`src/include/core_settings.svh`:
```
`ifndef CORE_SETTINGS_SVH
`define CORE_SETTINGS_SVH

// Word address width of the shared RAM.
`define CORE_ADR_W 10

`define CORE_DAT_W 32

// Instruction queue entries, a power of two of 2 or more.
`define CORE_INSQ_DEPTH 4

`endif

```
`src/logic/ins_queue.sv`:
```
`timescale 1ns/1ps
`include "core_settings.svh"

module ins_queue (
  input  logic                   clk_i,
  input  logic                   arst_n_i,
  input  logic                   push_i,
  input  logic [`CORE_DAT_W-1:0] push_data_i,
  input  logic                   pop_i,
  output logic [`CORE_DAT_W-1:0] head_o,
  output logic                   empty_o,
  output logic                   full_o,
  output logic                   almost_full_o
);
  localparam int DEPTH = `CORE_INSQ_DEPTH;
  localparam int PTR_W = $clog2(DEPTH);

  logic [`CORE_DAT_W-1:0] slots [DEPTH];
  logic [PTR_W-1:0]       wr_ptr;
  logic [PTR_W-1:0]       rd_ptr;
  logic [PTR_W:0]         count;

  always_ff @(posedge clk_i)
    if (push_i)
      slots[wr_ptr] <= push_data_i;

  always_ff @(posedge clk_i or negedge arst_n_i)
    if (!arst_n_i)
    begin
      wr_ptr <= '0;
      rd_ptr <= '0;
      count  <= '0;
    end
    else
    begin
      if (push_i)
        wr_ptr <= wr_ptr + 1'b1; // Wraps at the power of two.
      if (pop_i)
        rd_ptr <= rd_ptr + 1'b1;
      case ({push_i, pop_i})
        2'b10:   count <= count + 1'b1;
        2'b01:   count <= count - 1'b1;
        default: ;
      endcase
    end

  assign head_o        = slots[rd_ptr];
  assign empty_o       = (count == '0);
  assign full_o        = (count == (PTR_W+1)'(DEPTH));
  assign almost_full_o = (count == (PTR_W+1)'(DEPTH - 1)); // One slot left.
endmodule

```
`config.mk`:
```
export PLATFORM = sky130hd
export DESIGN_NAME = ins_queue
export DESIGN_NICKNAME = d
export VERILOG_FILES = /design/src/logic/ins_queue.sv
export VERILOG_INCLUDE_DIRS = /design/src /design/src/include
export SDC_FILE = /design/constraint.sdc
export NUM_CORES = 1
export LEC_CHECK = 0
export BUFFER_PORTS_ARGS = -buffer_cell sky130_fd_sc_hd__buf_2
export CELL_PAD_IN_SITES_DETAIL_PLACEMENT = 1
export CELL_PAD_IN_SITES_GLOBAL_PLACEMENT = 2
export CORE_ASPECT_RATIO = 1.75
export CORE_MARGIN = 3
export CORE_UTILIZATION = 44
export CTS_CLUSTER_SIZE = 40
export DETAILED_ROUTE_END_ITERATION = 8
export PLACE_DENSITY_LB_ADDON = 0.1
export SYNTH_ARGS = -nofsm -noshare
export SYNTH_HDL_FRONTEND = slang
export SYNTH_SLANG_ARGS = --single-unit
```
`constraint.sdc`:
```
create_clock -name clk_i -period 2.5 [get_ports clk_i]
set_input_delay 0.375 -clock clk_i [delete_from_list [all_inputs] [get_ports clk_i]]
set_output_delay 0.375 -clock clk_i [all_outputs]
set_load 0.02 [all_outputs]
```
# After elaboration in Yosys (flattened, before gate mapping)
# Memories as Yosys holds them, arrays and structs flattened.
# Cells that the tools add are included.
[classes] n_addsub=4 n_eq_ne=4 muxes=3 n_reduce_logical=2
[ops] cell="$pmux 3 s2" count=1
[ops] cell="$add 2x1->2 const B" count=2
[ops] cell="$add 3x1->3 const B" count=1
[ops] cell="$eq 3x2->1 const B" count=1
[ops] cell="$eq 3x3->1 const B" count=1
[ops] cell="$logic_not 3->1" count=1
[ops] cell="$sub 3x1->3 const B" count=1
[ops] cell="$eq 2x1->1 const B" count=1
[ops] cell="$eq 2x2->1 const B" count=1
[ops] cell="$mux 1" count=2
[ops] cell="$reduce_bool 2->1" count=1
[word_totals] elab_cells=17 mem_bits_rw=128 reg_bits=7 memories=1 inputBits=36
[memory_table] name="slots" depth=4 width=32 read_ports=1 rd_clocked_by_memory_dff=0 wr=1 line="ins_queue.sv:18" source="logic [`CORE_DAT_W-1:0] slots [DEPTH];"

# Longest topological paths before layout
# Gate-level depths: netlist (run 1).
[logic_depth] word_depth=2 mapped_depth=7

# Worst setup path before layout (run 1)
# No wires, ideal clock.
[synth_path] path_type="flip-flop to flip-flop" from="register wr_ptr[0]" to="memory slots[2][0] (netlist name), enable pin" required_time_ps=2108 setup_slack_ps=698 stages_incl_launch_ff=4 setup_ps=392 arrival_time_ps=1410 synth_period_minus_slack_ps=1802 cell_sequence="dfrtp_1 inv_1 ha_1 and2_1"
[synth_lines] item="from (decl)" line="ins_queue.sv:19" source="logic [PTR_W-1:0] wr_ptr;"
[synth_lines] item="from (signal assigned)" line="ins_queue.sv:37" source="wr_ptr <= wr_ptr + 1'b1;"
[synth_lines] item="to (decl)" line="ins_queue.sv:18"
# No word-level cell before the write port.

# Worst setup path in the final report (run 1)
[layout_path] from="register rd_ptr[0]" to="output port head_o[2]"
[layout_via] elab_chain_len=1
[layout_lines] item="from (decl)" line="ins_queue.sv:20" source="logic [PTR_W-1:0] rd_ptr;"
[layout_lines] item="from (signal assigned)" line="ins_queue.sv:39" source="rd_ptr <= rd_ptr + 1'b1;"
[layout_lines] item="$mem_v2 4x32"
[layout_lines] item="to (decl)" line="ins_queue.sv:10" source="output logic [`CORE_DAT_W-1:0] head_o,"
# Every way passes these cells.

==> summary.log, run 1 <==
qor: clock_network.clk_path_buf_depth 2
qor: logic_synthesis.post_synth_instance_area 0.00507 mm2
qor: clock_network.clk_transition_reported_paths 0.05 ns
qor: critical_path.path_max_fanout 12
qor: floorplan.fp.dieH 148 um
qor: global_route.vias_in_the_first_global_route 2643
qor: floorplan.core-area 0.0112 mm2
qor: timing.finalSetupViolCount 0
qor: critical_path.startpoint_class_of_the_critical_path flop
qor: pwr.power.net_switching 2.32 mW
qor: logic_synthesis.ys_async_sr_fraction 5.19%
qor: global_route.grt.busiest_layer met2
qor: layout.nFillCells 983
qor: global_route.grt.met3_usage 5.63%
qor: pwr.leakage 2.20 nW
qor: timing.report.final.hold_viol_count 0
qor: route.drt-wirelength-per-cell 20.7 um
qor: clock_network.postCtsSetupRepairBufs 0
qor: logic_synthesis.ys_seq_area_share 79.3%
qor: logic_synthesis.synth_largest_area_cell sky130_fd_sc_hd__edfxtp_1
qor: layout.drive_above_1_share 44.6%
qor: place.hpwl 5660 um
qor: timing.rsz0062_at_grt no
qor: logic_synthesis.synth_cell_type_count 19
qor: logic_synthesis.postSynthCellCount 206
qor: route.drc_errors 0
qor: route.drt-vias-per-instance 5.23
qor: place.portBuffers 70
qor: clock_network.cts_inserted_buffers 17
qor: timing.slew_headroom 66.6%
qor: timing.period_needed 2.34 ns
qor: logic_synthesis.fraction_of_synthesized_cell_area_taken_by_the_top_area_cell_type 75.8%
qor: pwr.power.share.sequential 41.6%
qor: global_route.grtUsageTotal 15.5%
qor: clock_network.tritoncts_clock_tree built
qor: clock_network.tritoncts_sinks 135
qor: clock_network.clk-insertion-delay-late 0.41 ns
qor: timing.setup_tns 0 ns
qor: pwr.cellPowerDensity 1250 mW/mm2
qor: route.drtPass1Iterations 4
qor: timing.slew_viol_final 0
qor: logic_synthesis.primary_ff_master_synth sky130_fd_sc_hd__edfxtp_1
qor: critical_path.critPathArrivalTime 1.97 ns
qor: timing.timing.final.ws_setup 0.159 ns
qor: layout.multiInputGateArea 942 um2
qor: place.gp_routability_congestion 0.651
qor: flow_run.number_of_max_cap_violations 0
qor: pwr.pwr-share-clk 29.8%
qor: layout.num_antenna_cells 0
qor: global_route.pin_count_of_the_biggest_net_entering_global_routing 33
qor: pwr.share_comb_of_total_power 28.6%
qor: critical_path.critical_path_class flop to output pin
qor: floorplan.top_level_ports 71
qor: global_route.global_route_wire_length_before_repair 14400 um
qor: route.vias 2294
qor: route.detailedRoute.firstIterationViolations 157
qor: logic_synthesis.synth_most_common_cell sky130_fd_sc_hd__edfxtp_1
qor: logic_synthesis.number_of_enable_flip_flop_cells_after_synthesis 128
qor: floorplan.die_width 87.1 um
qor: logic_synthesis.yosys_warnings 0
qor: logic_synthesis.synth_commonest_cells sky130_fd_sc_hd__edfxtp_1 (128), sky130_fd_sc_hd__mux4_2 (28), sky130_fd_sc_hd__dfrtp_1 (7), sky130_fd_sc_hd__inv_1 (6), sky130_fd_sc_hd__ha_1 (5)
qor: clock_network.cts.htree.levels 4
qor: global_route.globalRouteOverflowTotal 0
qor: timing.max_slew.worst_pin.slew 0.502 ns
qor: timing.clock-skew-final 0.00811 ns
qor: min_path.worstHoldPathType primary input to flop
qor: logic_synthesis.ys_ff_latch 135
qor: critical_path.critPathRequiredTime 2.12 ns
qor: place.dpl_worst_slack 0.460 ns
qor: logic_synthesis.synth_area_per_cell 24.6 um2
qor: critical_path.endpoint_kind output pin
qor: outcome.status finished clean
qor: pwr.power.share.switching 30.1%
qor: layout.number_of_nets_in_the_layout 337
qor: global_route.grt_use_met1 17.6%
qor: timing.post-route-period-util 93.6%
qor: layout.final-seq-area 0.00402 mm2
qor: pwr.maximum_vdd_drop 0.630 mV
qor: logic_synthesis.netlist_top_cells_area sky130_fd_sc_hd__edfxtp_1 (76%), sky130_fd_sc_hd__mux4_2 (12%), sky130_fd_sc_hd__dfrtp_1 (3.5%)
qor: floorplan.die-area 0.0129 mm2
qor: clock_network.clk_root_buffer_cell sky130_fd_sc_hd__clkbuf_16
qor: pwr.p_int 5.39 mW
qor: layout.areaGrowthSynthToFinish 21.3%
qor: global_route.met2_usage 26.8%
qor: floorplan.std_cell_rows 51
qor: layout.finish.utilization 55.1%
qor: route.postRouteWirelength 9080 um
qor: logic_synthesis.syn_nets 248
qor: global_route.antenna_violations_before_repair 0
qor: floorplan.initial_utilization 45.4%
qor: timing.max_freq 427 MHz
qor: route.drtAntennaViolNets 0
-- state kept, by name, summed over array words and instances, names as in the netlist --
register,cells
wr_ptr,2
rd_ptr,2
count,3
slots,128
-- power by group through the flow --
stage               registers, mW  clock network [mW]  logic [mW]
floorplan                    3.10                   0        1.72
global placement             3.24                   0        2.26
detailed placement           3.26                   0        2.28
CTS                          3.22                2.34        2.29
global route                 3.26                2.45        2.40
finish                       3.21                2.29        2.21
-- layout make-up --
class	count	area share [%]
Clock buffer	20	7.10
Clock inverter	11	1.77
Inverter	6	0.366
Multi-Input combinational cell	57	15.3
Sequential cell	135	65.4
Tap cell	132	2.69
Timing Repair Buffer	78	7.32
-- kinds of logic after synthesis --
logic type	count (synthesis)	synth area share, %
multiplexers	32	14.5
flip-flops	135	79.3
adder cells (fa/ha/maj)	6	1.63
XOR/XNOR	6	1.04
buffers and inverters	14	2.22
AO/OA/AOI/OAI	2	0.197
AND/OR/NAND/NOR	11	1.11
-- path summary, 6_finish.rpt --
kind                                      start            to  slack, ns  cells past startpoint
worst max-delay path                  rd_ptr[0]     head_o[2]       0.16                      3
worst min-delay path            push_data_i[28]  slots[0][28]       0.18                      1
worst max register to register        wr_ptr[0]   slots[0][4]       0.90                      4
worst min register to register         count[0]      count[0]       0.51                      1
max in group asynchronous              arst_n_i     rd_ptr[1]       1.98                      2
min in group asynchronous              arst_n_i      count[0]       0.33                      2
-- critical path, stage by stage (launching register included) --
cell	delay, ns
sky130_fd_sc_hd__dfrtp_4	0.58
sky130_fd_sc_hd__buf_4	0.22
sky130_fd_sc_hd__mux4_1	0.57
sky130_fd_sc_hd__buf_2	0.18
-- timing repair --
item,4_1_cts,5_1_grt
setup endpoints to repair,0,5
hold buffers,1,0
resized for setup,0,1
hold endpoints to repair,7,0
-- stage by stage --
step / cell area [um2] / hold slack [ns] / power [mW] / instances
floorplan: 5070 / 0.0794 / 4.82 / 206
global placement: 5590 / 0.233 / 5.50 / 407
detailed placement: 5590 / 0.234 / 5.54 / 407
CTS: 6150 / 0.161 / 7.85 / 439
global route: 6150 / 0.168 / 8.12 / 439
finish: 6150 / 0.178 / 7.71 / 439
-- cell usage in the layout (no fill, tap or decap) --
cell type,instances
sky130_fd_sc_hd__edfxtp_1,128
sky130_fd_sc_hd__buf_2,70
sky130_fd_sc_hd__mux4_2,28
sky130_fd_sc_hd__clkbuf_16,17
sky130_fd_sc_hd__inv_1,6
sky130_fd_sc_hd__ha_1,5
sky130_fd_sc_hd__clkinv_2,5
sky130_fd_sc_hd__dfrtp_1,5
sky130_fd_sc_hd__mux4_1,4
sky130_fd_sc_hd__and2_2,4
sky130_fd_sc_hd__xor2_1,4
sky130_fd_sc_hd__buf_4,4
sky130_fd_sc_hd__nand2_1,3
sky130_fd_sc_hd__clkbuf_1,3
sky130_fd_sc_hd__buf_12,3
sky130_fd_sc_hd__nor3_1,2
sky130_fd_sc_hd__o21ai_0,2
sky130_fd_sc_hd__xnor2_1,2
sky130_fd_sc_hd__bufinv_16,2
sky130_fd_sc_hd__clkinv_1,2
sky130_fd_sc_hd__and3_1,1
sky130_fd_sc_hd__nor2_1,1
sky130_fd_sc_hd__fa_1,1
sky130_fd_sc_hd__clkinvlp_4,1
sky130_fd_sc_hd__clkinv_4,1
sky130_fd_sc_hd__dlygate4sd3_1,1
sky130_fd_sc_hd__dfrtp_4,1
sky130_fd_sc_hd__dfrtp_2,1
-- routing by layer --
metal / up-vias / routed length [um]
met1: 1188 / 3450
met4: 0 / 127
met5: - / 0
li1: 1035 / -
met2: 57 / 5050
met3: 14 / 455
(Power assumes the default switching activity.)
==> run 2, diff against run 1 <==
Settings changed: REMOVE_ABC_BUFFERS set to 1.
==> run 2 against run 1 <==
Final area grew 0.87%; wire length rose by 1.8%; register-to-register slack worse by 0.12 ns; die area unchanged; sequential cell count did not move; sequential share of layout area is 0.57 points lower; first-iteration DRC count decreased by 15%; setup slack better by 0.12 ns; final cell count up 1.6%; largest power group unchanged; highest routed layer is now met5.
==> summary.log, run 2 (synthesis results as in run 1) <==
qor: place.portBuffers 70 [unchanged]
qor: layout.post-route-cell-area 0.00620 mm2 [+0.87%]
qor: critical_path.path_max_fanout 9 [-3]
qor: critical_path.critical_path_class flop to output pin
qor: clock_network.cts.htree.levels 4 [unchanged]
qor: place.placedInstanceArea 0.00560 mm2 [+0.18%]
qor: timing.post-route-period-util 88.8% [-4.9 points]
qor: critical_path.ff2ff_setup_slack 0.78 ns [-0.12 ns]
qor: place.placed_cells_incl_taps 410 [+0.74%]
qor: critical_path.endpoint_kind output pin
qor: pwr.leakage 2.23 nW [+0.96%]
qor: route.drt-wirelength-per-cell 20.7 um [+0.18%]
qor: clock_network.cts_inserted_buffers 17 [unchanged]
qor: critical_path.critPathRequiredTime 2.12 ns [about the same]
qor: timing.slew_headroom 67.6% [+1.1 points]
qor: floorplan.die-area 0.0129 mm2 [unchanged]
qor: floorplan.top_level_ports 71 [unchanged]
qor: critical_path.critPathArrivalTime 1.84 ns [-0.13 ns]
qor: global_route.global_route_wire_length_before_repair 14500 um [+0.63%]
qor: clock_network.clk_root_buffer_cell sky130_fd_sc_hd__clkbuf_16
qor: global_route.vias_in_the_first_global_route 2625 [-0.68%]
qor: layout.nFillCells 977 [-0.61%]
qor: timing.slew_viol_final 0 [unchanged]
qor: timing.clock-skew-final 0.00720 ns [-0.000906 ns]
qor: route.drc_errors 0 [unchanged]
qor: pwr.cellPowerDensity 1250 mW/mm2 [-0.14%]
qor: place.gp_routability_congestion 0.668 [+2.7%]
qor: layout.drive_above_1_share 46.2% [+1.6 points]
qor: layout.final_common_cell sky130_fd_sc_hd__edfxtp_1
qor: layout.instances_no_fill 446 [+1.6%]
qor: floorplan.fp.dieH 148 um [unchanged]
qor: clock_network.tritoncts_clock_tree built
qor: global_route.pin_count_of_the_biggest_net_entering_global_routing 22 [-33%]
qor: pwr.report.power.total 7.77 mW [+0.73%]
qor: route.drtPass1Iterations 4 [unchanged]
qor: layout.areaGrowthSynthToFinish 22.4%
qor: floorplan.die_width 87.1 um [unchanged]
qor: floorplan.std_cell_rows 51 [unchanged]
qor: outcome.status finished clean
qor: place.hpwl 6280 um [+11%]
qor: timing.max_freq 451 MHz [+5.5%]
qor: flow_run.number_of_max_cap_violations 0 [unchanged]
qor: layout.number_of_nets_in_the_layout 343 [+1.8%]
qor: global_route.globalRouteOverflowTotal 0 [unchanged]
qor: floorplan.core-area 0.0112 mm2 [unchanged]
qor: timing.period_needed 2.22 ns [-0.121 ns]
qor: layout.finish.utilization 55.6% [+0.48 points]
qor: global_route.antenna_violations_before_repair 1 [+1]
qor: timing.rsz0062_at_grt no
qor: critical_path.startpoint_class_of_the_critical_path flop
qor: clock_network.clk_transition_reported_paths 0.05 ns [about the same]
qor: clock_network.clk_path_buf_depth 2 [unchanged]
qor: route.vias 2330 [+1.6%]
qor: floorplan.initial_utilization 45.4% [unchanged]
qor: timing.finalSetupViolCount 0 [unchanged]
qor: route.postRouteWirelength 9240 um [+1.8%]
qor: global_route.grtUsageTotal 15.9% [+0.39 points]
qor: layout.layout.cells.most_common_list sky130_fd_sc_hd__edfxtp_1 (128), sky130_fd_sc_hd__buf_2 (70), sky130_fd_sc_hd__mux4_2 (28)
qor: route.detailedRoute.firstIterationViolations 133 [-15%]
qor: timing.timing.final.ws_setup 0.280 ns [+0.121 ns]
qor: min_path.worstHoldPathType primary input to flop
qor: layout.biggestRegsByFlops slots x128, count x3
qor: timing.report.final.hold_viol_count 0 [unchanged]
qor: timing.max_slew.worst_pin.slew 0.485 ns [-0.0162 ns]
qor: layout.num_antenna_cells 0 [unchanged]
qor: layout.largest_register slots
qor: route.drt-vias-per-instance 5.22 [about the same]
qor: place.dpl_worst_slack 0.359 ns [-0.100 ns]
qor: route.drtAntennaViolNets 0 [unchanged]
qor: clock_network.clk-insertion-delay-late 0.40 ns [about the same]
qor: pwr.maximum_vdd_drop 0.885 mV [+41%]
qor: clock_network.tritoncts_sinks 135 [unchanged]
qor: layout.largest_register_ffs 128 [unchanged]
run 2: cell count changes in the layout (fill, tap and decap cells not counted), sizes merged:
| cell | change |
|---|---|
| buf | +6 |
| clkbuf | -3 |
| clkinvlp | +3 |
| clkinv | +1 |
run 2: path summary, 6_finish.rpt:
check                                to  cells past startpoint       startpoint
max in group asynchronous     rd_ptr[0]                      2         arst_n_i
hold / removal             slots[3][26]                      1  push_data_i[26]
setup / recovery              head_o[0]                      3        rd_ptr[0]
setup reg to reg           slots[1][14]                      4        wr_ptr[1]
min in group asynchronous      count[2]                      2         arst_n_i
hold reg to reg                count[2]                      1         count[2]
run 2: final cells by class:
type / count / area (um2) / share of cell area [%]
Clock buffer: 17 / 425 / 6.86
Inverter: 6 / 22.5 / 0.363
Clock inverter: 15 / 138 / 2.22
Multi-Input combinational cell: 57 / 942 / 15.2
Sequential cell: 135 / 4020 / 64.9
Timing Repair Buffer: 84 / 487 / 7.85
Tap cell: 132 / 165 / 2.66
run 2: timing repair:
item / in CTS / in global routing
resized for setup: 1 / 1
endpoints found under the hold margin: 7 / 0
hold buffers: 1 / 0
setup endpoints to repair: 21 / 18
setup buffers: 0 / 3
pin swaps: 0 / 0
gates cloned: 0 / 0
run 2: worst max-delay path, cell delays in order, from the launching register on:
cell	delay [ns]
sky130_fd_sc_hd__dfrtp_4	0.44
sky130_fd_sc_hd__buf_4	0.23
sky130_fd_sc_hd__mux4_1	0.60
sky130_fd_sc_hd__buf_2	0.18
run 2: where the power goes:
group          switching (mW)  internal (mW)
combinational            1.31          0.991
clock                   0.868           1.45
sequential              0.179           2.98
run 2: per-stage QoR:
step                      TNS [ns]  hold slack, ns
after floorplan             -0.263          0.0794
after global placement           0           0.232
after detailed placement         0           0.232
after CTS                        0           0.165
after global routing             0           0.165
final                            0           0.184
run 2: routing by layer:
layer | share of wire, % | global-route usage (%) | vias to the layer above
li1 | - | - | 1046
met1 | 37 | 17.3 | 1201
met2 | 57 | 28.0 | 70
met3 | 4.8 | 5.86 | 11
met4 | 1.0 | 5.53 | 2
met5 | 0.14 | 0 | -
==> run 3, diff against run 2 <==
Settings changed: BUFFER_PORTS_ARGS -buffer_cell sky130_fd_sc_hd__buf_2 to unset, CORE_UTILIZATION 44 to 35, DONT_BUFFER_PORTS set to 1.
==> run 3 against run 2 <==
Die area up 24%; via count down 12%; hold slack worse by 0.13 ns; fmax down 5.1%; critical path depth down 1.
==> summary.log, run 3 (synthesis results as in run 1) <==
qor: timing.max_slew.worst_pin.slew 0.673 ns [+0.188 ns]
qor: layout.num_antenna_cells 0 [unchanged]
qor: layout.largest_register_ffs 128 [unchanged]
qor: pwr.leakage 1.94 nW [-13%]
qor: timing.clock-skew-final 0.00762 ns [+0.000416 ns]
qor: floorplan.initial_utilization 36.1% [-9.3 points]
qor: route.vias 2052 [-12%]
qor: critical_path.startpoint_class_of_the_critical_path flop
qor: critical_path.critical-path-slowest-cell sky130_fd_sc_hd__mux4_2
qor: outcome.status finished clean
qor: pwr.p_int 5.26 mW [-2.9%]
qor: pwr.power.share.switching 30.8% [+0.51 points]
qor: clock_network.cts.htree.levels 4 [unchanged]
qor: critical_path.crit_start rd_ptr[0]
qor: global_route.grt.busiest_layer met2
qor: timing.report.final.hold_viol_count 0 [unchanged]
qor: clock_network.postCtsSetupRepairBufs 0 [unchanged]
qor: clock_network.clk_root_buffer_cell sky130_fd_sc_hd__clkbuf_16
qor: clock_network.cts_inserted_buffers 17 [unchanged]
qor: layout.biggestRegsByFlops slots x128, count x3
qor: critical_path.critPathRequiredTime 2.12 ns [about the same]
qor: critical_path.critPathArrivalTime 1.96 ns [+0.12 ns]
qor: timing.max_freq 427 MHz [-5.1%]
qor: global_route.pin_count_of_the_biggest_net_entering_global_routing 33 [+50%]
qor: global_route.grt_use_met1 11.6% [-5.8 points]
qor: clock_network.cts_repair_resize_count 0 [-1]
qor: route.drtPass1Iterations 4 [unchanged]
qor: global_route.antenna_violations_before_repair 0 [-1]
qor: floorplan.die_width 97.0 um [+11%]
qor: min_path.worstHoldPathType primary input to flop
qor: place.hpwl 6140 um [-2.2%]
qor: route.drtAntennaViolNets 0 [unchanged]
qor: layout.largest_register slots
qor: layout.layout.cells.most_common_list sky130_fd_sc_hd__edfxtp_1 (128), sky130_fd_sc_hd__mux4_2 (28), sky130_fd_sc_hd__clkbuf_16 (17)
qor: critical_path.critical_path.reg2reg.startpoint wr_ptr[1]
qor: pwr.share_comb_of_total_power 24.0% [-5.6 points]
qor: route.detailedRoute.firstIterationViolations 97 [-27%]
qor: timing.timing.hold.ws 0.0563 ns [-0.128 ns]
qor: critical_path.path_max_fanout 13 [+4]
qor: floorplan.std_cell_rows 57 [+12%]
qor: timing.finalSetupViolCount 0 [unchanged]
qor: timing.post-route-period-util 93.6% [+4.8 points]
qor: critical_path.ff2ff_setup_slack 0.74 ns [-0.04 ns]
qor: layout.areaGrowthSynthToFinish 16.3%
qor: critical_path.worst_path_largest_cell_delay 0.63 ns [+0.03 ns]
qor: global_route.globalRouteOverflowTotal 0 [unchanged]
qor: place.portBuffers 0 [-100%]
qor: floorplan.die-area 0.0160 mm2 [+24%]
qor: critical_path.worstPathBufferInverterCount 1 [-1]
qor: pwr.maximum_vdd_drop 0.505 mV [-43%]
qor: pwr.report.power.total 7.59 mW [-2.2%]
qor: layout.final_common_cell sky130_fd_sc_hd__edfxtp_1
qor: global_route.global_route_wire_length_before_repair 14500 um [about the same]
qor: critical_path.reg2reg_depth 4 [unchanged]
qor: timing.period_needed 2.34 ns [+0.120 ns]
qor: flow_run.number_of_max_cap_violations 0 [unchanged]
qor: global_route.met2_usage 23.6% [-4.5 points]
qor: clock_network.tritoncts_sinks 135 [unchanged]
qor: floorplan.core-area 0.0140 mm2 [+26%]
qor: critical_path.critical_path.top_delay_family multiplexers
qor: global_route.grtUsageTotal 12.6% [-3.3 points]
qor: critical_path.critical_path_class flop to output pin
qor: clock_network.clk-insertion-delay-late 0.40 ns [about the same]
qor: route.drt-wirelength-per-cell 22.3 um [+7.9%]
qor: route.drt-vias-per-instance 4.93 [-5.6%]
qor: timing.setup_tns 0 ns [unchanged]
qor: timing.slew_viol_final 0 [unchanged]
qor: route.drc_errors 0 [unchanged]
qor: pwr.power.net_switching 2.34 mW [-0.57%]
qor: pwr.pwr-share-clk 33.5% [+3.7 points]
qor: route.postRouteWirelength 9300 um [+0.66%]
qor: pwr.cellPowerDensity 1290 mW/mm2 [+2.9%]
qor: global_route.grt.met3_usage 5.88% [+0.029 points]
qor: timing.slew_headroom 54.8% [-13 points]
qor: global_route.vias_in_the_first_global_route 2455 [-6.5%]
qor: pwr.power.share.sequential 42.5% [+1.9 points]
qor: layout.nFillCells 1279 [+31%]
qor: floorplan.fp.dieH 165 um [+12%]
qor: clock_network.clk_path_buf_depth 2 [unchanged]
qor: clock_network.tritoncts_clock_tree built
qor: critical_path.cp_num_cells 2 [-1]
qor: critical_path.crit_chain buf_4, mux4_2
qor: critical_path.endpoint_kind output pin
qor: critical_path.worst_setup_path_endpoint head_o[17]
qor: layout.drive_above_1_share 30.5% [-16 points]
qor: critical_path.r2r_end slots[1][8]
qor: floorplan.top_level_ports 71 [unchanged]
qor: place.gp_routability_congestion 0.693 [+3.8%]
qor: clock_network.clk_transition_reported_paths 0.06 ns [about the same]
qor: layout.number_of_nets_in_the_layout 268 [-22%]
qor: min_path.holdPathStages 1 [unchanged]
qor: timing.rsz0062_at_grt no
## run 3: cell count changes in the layout (fill, tap and decap cells not counted)
cell,before,now
sky130_fd_sc_hd__clkinvlp_4,4,3
sky130_fd_sc_hd__dfrtp_4,1,0
sky130_fd_sc_hd__buf_2,70,0
sky130_fd_sc_hd__buf_12,2,0
sky130_fd_sc_hd__buf_4,10,8
sky130_fd_sc_hd__inv_8,0,2
sky130_fd_sc_hd__clkinv_1,4,1
sky130_fd_sc_hd__bufinv_16,2,3
sky130_fd_sc_hd__inv_6,0,4
sky130_fd_sc_hd__dfrtp_2,1,2
sky130_fd_sc_hd__buf_6,1,0
sky130_fd_sc_hd__clkinv_2,3,0
## run 3: area by class of cell
cell class | instances | area [um2] | area share [%]
multi-input cells | 57 | 942 | 16.0
flip-flops and latches | 135 | 4020 | 68.2
inverters | 6 | 22.5 | 0.382
clock inverters | 15 | 191 | 3.25
well taps | 177 | 221 | 3.76
clock buffers | 17 | 425 | 7.22
repair buffers | 9 | 70.1 | 1.19
## run 3: worst min path at each step
stage	endpoint	startpoint
after CTS	rd_ptr[0]	pop_i
after global placement	rd_ptr[0]	arst_n_i
after floorplan	count[0]	arst_n_i
after global routing	slots[1][18]	push_data_i[18]
final	rd_ptr[0]	pop_i
after detailed placement	count[1]	arst_n_i
## run 3: routing by layer
metal  share of wire, %  wire (um)  vias up
li1                   -          -      900
met1                 33       3060     1078
met4                1.4        129        0
met5                  0          0        -
met3                8.6        795        7
met2                 57       5310       67
## run 3: worst reg2reg max path: cells and delay by family, from the launching register on
kind          cells  cell delay (ns)
fa+ha+maj         1             0.13
buf+inv           2             0.41
flops             1             0.40
simple gates      1             0.52
## run 3: power groups by stage
| stage | logic [mW] | clock network (mW) | registers, mW |
|---|---|---|---|
| 2_1_floorplan | 1.39 | 0 | 3.28 |
| 3_3_place_gp | 1.84 | 0 | 3.24 |
| 3_5_place_dp | 1.89 | 0 | 3.30 |
| 4_1_cts | 1.90 | 2.62 | 3.25 |
| 5_1_grt | 1.98 | 2.72 | 3.28 |
| 6_report | 1.82 | 2.55 | 3.23 |
## run 3: repair_timing
| item | CTS | global route |
|---|---|---|
| endpoints found under the setup margin | 0 | 0 |
| hold buffers | 1 | 0 |
| hold endpoints to repair | 7 | 0 |
## run 3: per-stage QoR
step                      worst slack [ns]  utilization [%]  cell area, um2  cells
after global routing                0.0145             42.0            5890    416
after floorplan                    -0.0657                -            4980    198
final                                0.161             42.0            5890    416
after detailed placement             0.510             37.5            5270    383
after global placement               0.534             37.5            5270    383
after CTS                           0.0696             42.0            5890    416
